[src/xm_bus_pkg.sv]
// host bus package: register numbers, byte and word types, synchronized bus operation
package xm_bus_pkg;

    localparam int SYNC_STAGES = 2;                 // flops per synchronizer chain

    typedef logic [7:0]  byte_t;                    // one host data byte
    typedef logic [15:0] word_t;                    // one register word

    // host visible register numbers
    typedef enum logic [3:0] {
        XM_SYS_CTRL,                                // nibble mask, status bits
        XM_INT_CTRL,                                // interrupt mask, clear, status
        XM_TIMER,                                   // 1/10 ms timer, read only
        XM_RD_XADDR,                                // XR read address
        XM_WR_XADDR,                                // XR write address
        XM_XDATA,                                   // XR data port
        XM_RD_INCR,                                 // VRAM read increment
        XM_RD_ADDR,                                 // VRAM read address
        XM_WR_INCR,                                 // VRAM write increment
        XM_WR_ADDR,                                 // VRAM write address
        XM_DATA,                                    // VRAM data port
        XM_DATA_2,                                  // second VRAM data port
        XM_UNUSED_0C,
        XM_UNUSED_0D,
        XM_UNUSED_0E,
        XM_UNUSED_0F
    } reg_num_t;

    // one operation after synchronization
    typedef struct packed {
        logic     wr_stb;                           // one cycle write strobe
        logic     rd_stb;                           // one cycle read strobe
        reg_num_t reg_num;                          // held until next op
        logic     bytesel;                          // 1 = odd (low) byte
        byte_t    data;                             // written byte
    } bus_op_t;

    // even byte is the high byte, odd byte the low byte
    function automatic word_t set_byte(word_t w, logic odd, byte_t b);
        return odd ? {w[15:8], b} : {b, w[7:0]};
    endfunction

endpackage

[src/xm_mem_pkg.sv]
// memory side package: address, mask, interrupt and request types plus timer constants
package xm_mem_pkg;

    localparam int PCLK_HZ = 25125000;              // fixed 640x480 pixel clock

    // 10 kHz / PCLK_HZ reduced to 2 / 5025
    localparam int TIMER_HZ_REDUCED  = 2;
    localparam int TIMER_CLK_REDUCED = PCLK_HZ * TIMER_HZ_REDUCED / 10000;
    localparam int TIMER_FRAC_BITS   = $clog2(TIMER_CLK_REDUCED) + 1;    // sign bit on top

    typedef logic [15:0] addr_t;                    // VRAM or XR word address
    typedef logic [3:0]  wrmask_t;                  // VRAM nibble write enables
    typedef logic [6:0]  intr_t;                    // interrupt vector
    typedef logic [TIMER_FRAC_BITS-1:0] timer_frac_t;

    localparam wrmask_t WRMASK_RESET = '1;          // all nibbles writable

    // request to VRAM or XR, sel held until ack
    typedef struct packed {
        logic        sel;                           // request pending
        logic        wr;                            // 1 = write, 0 = read
        addr_t       addr;
        logic [15:0] data;                          // write data
    } mem_req_t;

endpackage

[src/xm_bus_sync.sv]
// host bus synchronizer, one strobed bus operation per chip select falling edge
module xm_bus_sync (
    input  logic                clk,
    input  logic                reset_i,
    input  logic                bus_cs_n_i,         // async chip select
    input  logic                bus_rd_nwr_i,       // 1 = read
    input  logic                bus_bytesel_i,      // 1 = odd byte
    input  logic [3:0]          bus_reg_num_i,
    input  xm_bus_pkg::byte_t   bus_data_i,
    output xm_bus_pkg::bus_op_t bus_op_o
);

    // pins that travel next to chip select
    typedef struct packed {
        logic                 rd_nwr;
        xm_bus_pkg::reg_num_t reg_num;
        logic                 bytesel;
        xm_bus_pkg::byte_t    data;
    } pins_t;

    logic  [xm_bus_pkg::SYNC_STAGES-1:0] cs_n_sync;    // cs chain, [0] nearest the pin
    pins_t [xm_bus_pkg::SYNC_STAGES-1:0] pin_sync;     // matching chain for the other pins
    pins_t pins_now;                                    // raw pins
    pins_t pins_last;                                   // synchronized pins
    logic  cs_n_last;                                   // edge register
    logic  cs_fall;

    always_comb begin
        pins_now.rd_nwr  = bus_rd_nwr_i;
        pins_now.reg_num = xm_bus_pkg::reg_num_t'(bus_reg_num_i);
        pins_now.bytesel = bus_bytesel_i;
        pins_now.data    = bus_data_i;
    end

    assign pins_last = pin_sync[xm_bus_pkg::SYNC_STAGES-1];
    assign cs_fall   = cs_n_last & ~cs_n_sync[xm_bus_pkg::SYNC_STAGES-1];   // high to low

    always_ff @(posedge clk) begin
        pin_sync <= {pin_sync[xm_bus_pkg::SYNC_STAGES-2:0], pins_now};
        if (cs_fall) begin                              // latch until next op
            bus_op_o.reg_num <= pins_last.reg_num;
            bus_op_o.bytesel <= pins_last.bytesel;
            bus_op_o.data    <= pins_last.data;
        end
        if (reset_i) begin
            cs_n_sync       <= '1;                      // idle, no false edge
            cs_n_last       <= 1'b1;
            bus_op_o.wr_stb <= 1'b0;
            bus_op_o.rd_stb <= 1'b0;
        end else begin
            cs_n_sync       <= {cs_n_sync[xm_bus_pkg::SYNC_STAGES-2:0], bus_cs_n_i};
            cs_n_last       <= cs_n_sync[xm_bus_pkg::SYNC_STAGES-1];
            bus_op_o.wr_stb <= cs_fall & ~pins_last.rd_nwr;    // 3 clocks after pin edge
            bus_op_o.rd_stb <= cs_fall & pins_last.rd_nwr;
        end
    end

endmodule

[src/xm_vram_port.sv]
// VRAM port: address and increment registers, data staging, read-ahead and write requests
module xm_vram_port (
    input  logic                 clk,
    input  logic                 reset_i,
    input  xm_bus_pkg::bus_op_t  bus_op_i,
    input  logic                 vram_ack_i,        // one cycle, ends the request
    input  xm_bus_pkg::word_t    vram_data_i,
    output xm_mem_pkg::mem_req_t vram_req_o,
    output logic                 busy_o,
    output xm_bus_pkg::word_t    rd_incr_o,
    output xm_bus_pkg::word_t    rd_addr_o,
    output xm_bus_pkg::word_t    wr_incr_o,
    output xm_bus_pkg::word_t    wr_addr_o,
    output xm_bus_pkg::word_t    data_o             // last word read
);

    xm_bus_pkg::byte_t data_even;                   // staged high byte of a data write
    logic              odd;
    logic              data_reg;                    // DATA or DATA_2 addressed

    assign busy_o   = vram_req_o.sel;
    assign odd      = bus_op_i.bytesel;
    assign data_reg = (bus_op_i.reg_num == xm_bus_pkg::XM_DATA) ||
                      (bus_op_i.reg_num == xm_bus_pkg::XM_DATA_2);

    always_ff @(posedge clk) begin
        if (reset_i) begin
            vram_req_o <= '0;
            rd_incr_o  <= '0;
            rd_addr_o  <= '0;
            wr_incr_o  <= '0;
            wr_addr_o  <= '0;
        end else begin
            if (vram_req_o.sel && vram_ack_i) begin
                vram_req_o.sel <= 1'b0;
                vram_req_o.wr  <= 1'b0;
                if (vram_req_o.wr) begin
                    wr_addr_o <= wr_addr_o + wr_incr_o;     // next write slot
                end else begin
                    data_o    <= vram_data_i;               // read-ahead result
                    rd_addr_o <= rd_addr_o + rd_incr_o;
                end
            end
            if (bus_op_i.wr_stb) begin
                case (bus_op_i.reg_num)
                    xm_bus_pkg::XM_RD_INCR:
                        rd_incr_o <= xm_bus_pkg::set_byte(rd_incr_o, odd, bus_op_i.data);
                    xm_bus_pkg::XM_RD_ADDR: begin
                        rd_addr_o <= xm_bus_pkg::set_byte(rd_addr_o, odd, bus_op_i.data);
                        if (odd) begin                      // new address, read it at once
                            vram_req_o.sel  <= 1'b1;
                            vram_req_o.wr   <= 1'b0;
                            vram_req_o.addr <= {rd_addr_o[15:8], bus_op_i.data};
                        end
                    end
                    xm_bus_pkg::XM_WR_INCR:
                        wr_incr_o <= xm_bus_pkg::set_byte(wr_incr_o, odd, bus_op_i.data);
                    xm_bus_pkg::XM_WR_ADDR:
                        wr_addr_o <= xm_bus_pkg::set_byte(wr_addr_o, odd, bus_op_i.data);
                    default: ;
                endcase
                if (data_reg && !odd) begin
                    data_even <= bus_op_i.data;             // wait for low byte
                end else if (data_reg) begin
                    vram_req_o.sel  <= 1'b1;                // full word, write it
                    vram_req_o.wr   <= 1'b1;
                    vram_req_o.addr <= wr_addr_o;
                    vram_req_o.data <= {data_even, bus_op_i.data};
                end
            end
            if (bus_op_i.rd_stb && odd && data_reg) begin
                vram_req_o.sel  <= 1'b1;                    // fetch next word ahead
                vram_req_o.wr   <= 1'b0;
                vram_req_o.addr <= rd_addr_o;
            end
        end
    end

endmodule

[src/xm_xr_port.sv]
// XR port: read and write address registers with fixed +1 advance, staging and read-ahead
module xm_xr_port (
    input  logic                 clk,
    input  logic                 reset_i,
    input  xm_bus_pkg::bus_op_t  bus_op_i,
    input  logic                 xr_ack_i,          // one cycle, ends the request
    input  xm_bus_pkg::word_t    xr_data_i,
    output xm_mem_pkg::mem_req_t xr_req_o,
    output logic                 busy_o,
    output xm_bus_pkg::word_t    rd_xaddr_o,
    output xm_bus_pkg::word_t    wr_xaddr_o,
    output xm_bus_pkg::word_t    xdata_o            // last XR word read
);

    xm_bus_pkg::byte_t xdata_even;                  // staged high byte
    logic              odd;
    logic              xdata_reg;

    assign busy_o    = xr_req_o.sel;
    assign odd       = bus_op_i.bytesel;
    assign xdata_reg = (bus_op_i.reg_num == xm_bus_pkg::XM_XDATA);

    always_ff @(posedge clk) begin
        if (reset_i) begin
            xr_req_o   <= '0;
            rd_xaddr_o <= '0;
            wr_xaddr_o <= '0;
        end else begin
            if (xr_req_o.sel && xr_ack_i) begin
                xr_req_o.sel <= 1'b0;
                xr_req_o.wr  <= 1'b0;
                if (xr_req_o.wr) begin
                    wr_xaddr_o <= wr_xaddr_o + 16'd1;       // always +1
                end else begin
                    xdata_o    <= xr_data_i;
                    rd_xaddr_o <= rd_xaddr_o + 16'd1;
                end
            end
            if (bus_op_i.wr_stb) begin
                case (bus_op_i.reg_num)
                    xm_bus_pkg::XM_RD_XADDR: begin
                        rd_xaddr_o <= xm_bus_pkg::set_byte(rd_xaddr_o, odd, bus_op_i.data);
                        if (odd) begin                      // start XR read at new address
                            xr_req_o.sel  <= 1'b1;
                            xr_req_o.wr   <= 1'b0;
                            xr_req_o.addr <= {rd_xaddr_o[15:8], bus_op_i.data};
                        end
                    end
                    xm_bus_pkg::XM_WR_XADDR:
                        wr_xaddr_o <= xm_bus_pkg::set_byte(wr_xaddr_o, odd, bus_op_i.data);
                    xm_bus_pkg::XM_XDATA: begin
                        if (!odd) begin
                            xdata_even <= bus_op_i.data;
                        end else begin
                            xr_req_o.sel  <= 1'b1;          // word complete
                            xr_req_o.wr   <= 1'b1;
                            xr_req_o.addr <= wr_xaddr_o;
                            xr_req_o.data <= {xdata_even, bus_op_i.data};
                        end
                    end
                    default: ;
                endcase
            end
            if (bus_op_i.rd_stb && odd && xdata_reg) begin
                xr_req_o.sel  <= 1'b1;                      // read-ahead
                xr_req_o.wr   <= 1'b0;
                xr_req_o.addr <= rd_xaddr_o;
            end
        end
    end

endmodule

[src/xm_timer.sv]
// free running 1/10 ms timer from a fractional divider of the pixel clock
module xm_timer (
    input  logic              clk,
    input  logic              reset_i,
    output xm_bus_pkg::word_t timer_o               // wraps at 16 bits
);

    xm_mem_pkg::timer_frac_t frac;                  // signed accumulator
    logic                    tick;

    assign tick = ~frac[xm_mem_pkg::TIMER_FRAC_BITS-1];    // non-negative, time to count

    always_ff @(posedge clk) begin
        if (reset_i) begin
            frac    <= '0;
            timer_o <= '0;
        end else if (tick) begin
            frac    <= frac + xm_mem_pkg::timer_frac_t'(xm_mem_pkg::TIMER_HZ_REDUCED -
                                                        xm_mem_pkg::TIMER_CLK_REDUCED);
            timer_o <= timer_o + 16'd1;
        end else begin
            frac    <= frac + xm_mem_pkg::timer_frac_t'(xm_mem_pkg::TIMER_HZ_REDUCED);
        end
    end

endmodule

[src/xm_sys_regs.sv]
// system registers: nibble mask, interrupt control, timer latch and host readback mux
module xm_sys_regs (
    input  logic                clk,
    input  logic                reset_i,
    input  xm_bus_pkg::bus_op_t bus_op_i,
    input  xm_bus_pkg::word_t   rd_incr_i,
    input  xm_bus_pkg::word_t   rd_addr_i,
    input  xm_bus_pkg::word_t   wr_incr_i,
    input  xm_bus_pkg::word_t   wr_addr_i,
    input  xm_bus_pkg::word_t   data_i,
    input  xm_bus_pkg::word_t   rd_xaddr_i,
    input  xm_bus_pkg::word_t   wr_xaddr_i,
    input  xm_bus_pkg::word_t   xdata_i,
    input  xm_bus_pkg::word_t   timer_i,
    input  logic                vram_busy_i,
    input  logic                xr_busy_i,
    input  logic                h_blank_i,
    input  logic                v_blank_i,
    input  xm_mem_pkg::intr_t   intr_status_i,
    output xm_mem_pkg::wrmask_t vram_wrmask_o,
    output xm_mem_pkg::intr_t   intr_mask_o,
    output xm_mem_pkg::intr_t   intr_clear_o,       // one cycle pulse
    output xm_bus_pkg::byte_t   bus_data_o
);

    xm_bus_pkg::byte_t timer_lo;                    // low byte frozen at high byte read
    xm_bus_pkg::word_t rd_word;

    always_ff @(posedge clk) begin
        if (bus_op_i.rd_stb && !bus_op_i.bytesel) begin
            timer_lo <= timer_i[7:0];               // any even read
        end
        if (reset_i) begin
            vram_wrmask_o <= xm_mem_pkg::WRMASK_RESET;
            intr_mask_o   <= '0;
            intr_clear_o  <= '0;
        end else begin
            intr_clear_o <= '0;
            if (bus_op_i.wr_stb && bus_op_i.reg_num == xm_bus_pkg::XM_SYS_CTRL &&
                bus_op_i.bytesel) begin
                vram_wrmask_o <= bus_op_i.data[3:0];
            end
            if (bus_op_i.wr_stb && bus_op_i.reg_num == xm_bus_pkg::XM_INT_CTRL) begin
                if (bus_op_i.bytesel) begin
                    intr_clear_o <= bus_op_i.data[6:0];     // ack pending interrupts
                end else begin
                    intr_mask_o  <= bus_op_i.data[6:0];
                end
            end
        end
    end

    // readback, valid while chip select is still low
    always_comb begin
        case (bus_op_i.reg_num)
            xm_bus_pkg::XM_SYS_CTRL:
                rd_word = {vram_busy_i | xr_busy_i, 3'b000, h_blank_i, v_blank_i, 6'b0,
                           vram_wrmask_o};          // blitter bits read as zero
            xm_bus_pkg::XM_INT_CTRL: rd_word = {1'b0, intr_mask_o, 1'b0, intr_status_i};
            xm_bus_pkg::XM_TIMER:    rd_word = {timer_i[15:8], timer_lo};
            xm_bus_pkg::XM_RD_XADDR: rd_word = rd_xaddr_i;
            xm_bus_pkg::XM_WR_XADDR: rd_word = wr_xaddr_i;
            xm_bus_pkg::XM_XDATA:    rd_word = xdata_i;
            xm_bus_pkg::XM_RD_INCR:  rd_word = rd_incr_i;
            xm_bus_pkg::XM_RD_ADDR:  rd_word = rd_addr_i;
            xm_bus_pkg::XM_WR_INCR:  rd_word = wr_incr_i;
            xm_bus_pkg::XM_WR_ADDR:  rd_word = wr_addr_i;
            default:                 rd_word = data_i;      // DATA, DATA_2, 0C to 0F
        endcase
        bus_data_o = bus_op_i.bytesel ? rd_word[7:0] : rd_word[15:8];
    end

endmodule

[src/xm_reg_interface.sv]
// host register interface top: bus synchronizer, VRAM and XR ports, timer and system registers
module xm_reg_interface (
    input  logic                 clk,
    input  logic                 reset_i,
    input  logic                 bus_cs_n_i,
    input  logic                 bus_rd_nwr_i,
    input  logic [3:0]           bus_reg_num_i,
    input  logic                 bus_bytesel_i,
    input  xm_bus_pkg::byte_t    bus_data_i,
    output xm_bus_pkg::byte_t    bus_data_o,
    output xm_mem_pkg::mem_req_t vram_req_o,
    input  logic                 vram_ack_i,
    input  xm_bus_pkg::word_t    vram_data_i,
    output xm_mem_pkg::mem_req_t xr_req_o,
    input  logic                 xr_ack_i,
    input  xm_bus_pkg::word_t    xr_data_i,
    input  logic                 h_blank_i,
    input  logic                 v_blank_i,
    input  xm_mem_pkg::intr_t    intr_status_i,
    output xm_mem_pkg::wrmask_t  vram_wrmask_o,
    output xm_mem_pkg::intr_t    intr_mask_o,
    output xm_mem_pkg::intr_t    intr_clear_o
);

    xm_bus_pkg::bus_op_t bus_op;                    // broadcast to all register stages
    xm_bus_pkg::word_t   rd_incr, rd_addr, wr_incr, wr_addr, data;
    xm_bus_pkg::word_t   rd_xaddr, wr_xaddr, xdata, timer;
    logic                vram_busy, xr_busy;

    xm_bus_sync xm_bus_sync_i (
        .clk, .reset_i, .bus_cs_n_i, .bus_rd_nwr_i, .bus_bytesel_i, .bus_reg_num_i,
        .bus_data_i, .bus_op_o(bus_op)
    );

    xm_vram_port xm_vram_port_i (
        .clk, .reset_i, .bus_op_i(bus_op), .vram_ack_i, .vram_data_i, .vram_req_o,
        .busy_o(vram_busy), .rd_incr_o(rd_incr), .rd_addr_o(rd_addr),
        .wr_incr_o(wr_incr), .wr_addr_o(wr_addr), .data_o(data)
    );

    xm_xr_port xm_xr_port_i (
        .clk, .reset_i, .bus_op_i(bus_op), .xr_ack_i, .xr_data_i, .xr_req_o,
        .busy_o(xr_busy), .rd_xaddr_o(rd_xaddr), .wr_xaddr_o(wr_xaddr), .xdata_o(xdata)
    );

    xm_timer xm_timer_i (
        .clk, .reset_i, .timer_o(timer)
    );

    xm_sys_regs xm_sys_regs_i (
        .clk, .reset_i, .bus_op_i(bus_op),
        .rd_incr_i(rd_incr), .rd_addr_i(rd_addr), .wr_incr_i(wr_incr),
        .wr_addr_i(wr_addr), .data_i(data), .rd_xaddr_i(rd_xaddr),
        .wr_xaddr_i(wr_xaddr), .xdata_i(xdata), .timer_i(timer),
        .vram_busy_i(vram_busy), .xr_busy_i(xr_busy), .h_blank_i, .v_blank_i,
        .intr_status_i, .vram_wrmask_o, .intr_mask_o, .intr_clear_o, .bus_data_o
    );

endmodule

[config.mk]
export PLATFORM = sky130hd
export DESIGN_NAME = xm_reg_interface
export DESIGN_NICKNAME = d
export VERILOG_FILES = /design/src/xm_bus_pkg.sv /design/src/xm_mem_pkg.sv /design/src/xm_bus_sync.sv /design/src/xm_vram_port.sv /design/src/xm_xr_port.sv /design/src/xm_timer.sv /design/src/xm_sys_regs.sv /design/src/xm_reg_interface.sv
export SDC_FILE = /design/constraint.sdc
export NUM_CORES = 1
export LEC_CHECK = 0
export BUFFER_PORTS_ARGS = -buffer_cell sky130_fd_sc_hd__buf_4
export CAP_MARGIN = 30
export CORE_MARGIN = 1.5
export CORE_UTILIZATION = 55
export CTS_BUF_LIST = sky130_fd_sc_hd__clkbuf_8
export CTS_CLUSTER_SIZE = 10
export DETAILED_ROUTE_END_ITERATION = 7
export HOLD_SLACK_MARGIN = 0.06
export PLACE_DENSITY = 0.77
export SYNTH_ARGS = -nofsm -noshare
export SYNTH_HDL_FRONTEND = slang
export SYNTH_SLANG_ARGS = --single-unit
[constraint.sdc]
create_clock -name clk -period 2.52 [get_ports clk]
set_clock_uncertainty 0.05 [all_clocks]
set_input_delay 0.378 -clock clk [delete_from_list [all_inputs] [get_ports clk]]
set_output_delay 0.378 -clock clk [all_outputs]
set_load 0.02 [all_outputs]
==> qor.yml <==
final_common_cell: "buf_4"
wl_mm: 60.64
cp_num_buf_inv: 4
cts-root-buf: "clkbuf_8"
final_nets: 2176
hold_viol_final: 0
synth_area_um2: 15330
synthSimpleGateAreaFrac: 0.2014
synth_area_leaders: "dfxtp_1 32%, edfxtp_1 14%, nand2_1 5.9%"
via_per_inst: 6.456
finalCritPeriodShare: 1.192
gp_congestion: 1.031
worst_hold_path_type: "in -> reg"
max_stage_delay_ns: 0.42
power.leakage_uw: 0.007849
rsz0062_at_grt: "true"
fin_cells: 2493
grt_pass1_wl_mm: 89.72
outcome: "finished with violations"
max_clock_freq_ghz: 0.3330
timing.rr.start: "xm_bus_sync_i.bus_op_o[10]$_DFFE_PP_"
syn_inst: 1750
cp-start-kind: "flip-flop"
min_period_ns: 3.003
tns_ns: -3.600
synth_edf_count: 69
dr.pass1.iters: 8
ys_seq_elements: 314
grt_pass1_vias: 15166
crit_required_ns: 2.09
min_path_cells: 4
arrival_ns: 2.57
hp-start: "xr_ack_i"
die_y_um: 170.0
preCtsSetupSlack_ns: -0.03685
placedCellCount: 2334
core_area_um2: 27180
maxSlewHeadroom: 0.3713
worst_slack_ns: -0.4829
crit_slowest_cell: "edfxtp_1"
setup_violations: 8
track_usage: 0.4126
area_delta_synth_final_pct: 30.37
regToRegSetupSlack_ns: 0.07
vias: 16094
initialDrtViolationCount: 2283
grt_overflow: 0
cts_buffers: 51
crit_chain: "buf_6 > buf_6 > and3b_2 > buf_4 > a22oi_1 > o22ai_1 > o22ai_1 > o21ai_2 > buf_4"
p_per_area_nw_per_um2: 527.1
syn_nets: 1847
clk_latency_ns: 0.61
cts_max_level: 2
synth_cell_types: 86
maxCapViolCount: 0
syn_area_per_cell_um2: 8.763
path_class: "reg -> out"
synth_top_family_by_area: "compound AO/OA/AOI/OAI gates"
clkSinkCount: 314
dp.final_hpwl_mm: 43.81
top_regs: "xm_vram_port_i.vram_req_o: 33 flops, xm_xr_port_i.xr_req_o: 33 flops, xm_bus_sync_i.pin_sync: 28 flops"
start_util: 0.5643
yosys_warnings: 0
layout_common_cells: "330 x buf_4, 244 x dfxtp_1, 237 x nand2_1"
grt_max_degree: 85
yosysTopAreaCell: "dfxtp_1"
crit_fanout: 6
cp_top_family: "compound AO/OA/AOI/OAI gates"
max_slew.worst_pin.slew_ns: 0.9430
min_to: "xm_xr_port_i.busy_o$_SDFF_PP0_"
rr_worst_depth: 8
seq_area_frac_synth: 0.4550
async_flop_share: 0
num_antenna_cells: 0
violations: "setup timing"
num_io_pins: 154
clk_pin_slew_worst_paths_ns: 0.06
rows: 60
synthAdderAreaFrac: 0.03117
clock_path_buffers: 3
antenna_found_initial: 2
cp-end-kind: "output port"
postRouteAntennaNets: 0
die-area_um2: 28890
drc_errors: 0
peakVddDrop_mv: 0.5655
synth_mux_area_frac: 0.01664
yosysTopAreaCellShare: 0.3198
drive_above_1_share: 0.2527
slew_viol_final: 0
synth_compound_area_frac: 0.2288
io_buffer_count: 153
yosys_most_used_dff: "dfxtp_1"
wl_per_cell_um: 24.32
synth_xor_area_frac: 0.02399
tritoncts: "built"
total_power_uw: 10540
die_w_um: 170.0
timing.rr.end: "xm_vram_port_i.data_even[3]$_DFFE_PP_"
[through the flow]
step,area [um2],utilization,hold slack (ns)
floorplan,15330,-,0.2596
global placement,17930,0.6597,0.2601
detailed placement,17930,0.6597,0.2638
CTS,19770,0.7275,0.09016
global route,19990,0.7356,0.1376
finish,19990,0.7356,0.1220
[worst min-delay path, delay by kind of cell]
family / cells / cell delay (ns)
buffers and inverters: 2 / 0.19
AND/OR/NAND/NOR: 1 / 0.09
AO/OA/AOI/OAI: 1 / 0.07
[logic make-up (layout without fill, tap and decap cells)]
family                     after synthesis  count (layout)
buffers and inverters                  155             525
adders and majority gates               37              37
and+or+nand+nor                        653             654
AOI/OAI and AO/OA                      526             526
xor gates and xnor gates                42              42
muxes                                   23              23
DFF                                    314             314
[final cells by class]
type	count	area (um2)
repair buffers	404	3324
fillers	2073	7184
clock inverters	38	284.0
well taps	372	465.4
flip-flops and latches	314	6978
inverters	26	97.59
clock buffers	57	784.5
multi-input cells	1282	8058
[worst max-delay path by stage]
stage,startpoint,endpoint,cells past startpoint
final,xm_bus_sync_i.bus_op_o[9]$_DFFE_PP_,bus_data_o[5],9
after global routing,xm_bus_sync_i.bus_op_o[9]$_DFFE_PP_,bus_data_o[0],10
after CTS,xm_bus_sync_i.bus_op_o[9]$_DFFE_PP_,bus_data_o[0],10
after detailed placement,xm_bus_sync_i.bus_op_o[10]$_DFFE_PP_,xm_vram_port_i.rd_addr_o[12]$_SDFFE_PP0P_,8
after global placement,xm_bus_sync_i.bus_op_o[9]$_DFFE_PP_,bus_data_o[1],10
after floorplan,xm_bus_sync_i.bus_op_o[10]$_DFFE_PP_,bus_data_o[6],7
[report_power, final]
| part | internal [uW] | total (uW) | leakage, uW | switching (uW) |
|---|---|---|---|---|
| sequential | 5200 | 5260 | 0.00261 | 63.1 |
| combinational | 289 | 631 | 0.00461 | 342 |
| clock | 2510 | 4640 | 0.000625 | 2140 |
[Yosys cell counts, drive strengths merged (14+ instances only)]
cell,number
o22ai,17
nand3,81
ha,35
dfxtp,245
xnor2,20
a22o,29
a21oi,175
clkbuf,73
nand2,243
nand4,20
a222oi,18
and2,20
o21ai,70
xor2,22
buf,56
nor2b,17
and3,22
inv,26
edfxtp,69
nor2,126
nor3,56
a21o,19
a31oi,27
o211ai,18
or2,14
a211oi,19
a22oi,33
[routing by layer]
metal  vias up  track usage  wire [um]
met4         2       0.2405       3806
li1       7130            -          -
met3       269      0.08209       6168
met2      1034       0.6377      26980
met5         -            0         14
met1      7659       0.5379      23670
[repair_timing]
| action | 4_1_cts | 5_1_grt |
|---|---|---|
| hold buffers | 48 | 0 |
| gates cloned | 2 | 0 |
| setup buffers | 9 | 5 |
| gates resized for setup | 65 | 48 |
| hold endpoints to repair | 57 | 0 |
| pin swaps | 24 | 20 |
| endpoints found under the setup margin | 9 | 65 |
No activity file was read; power rests on OpenSTA's default activity.
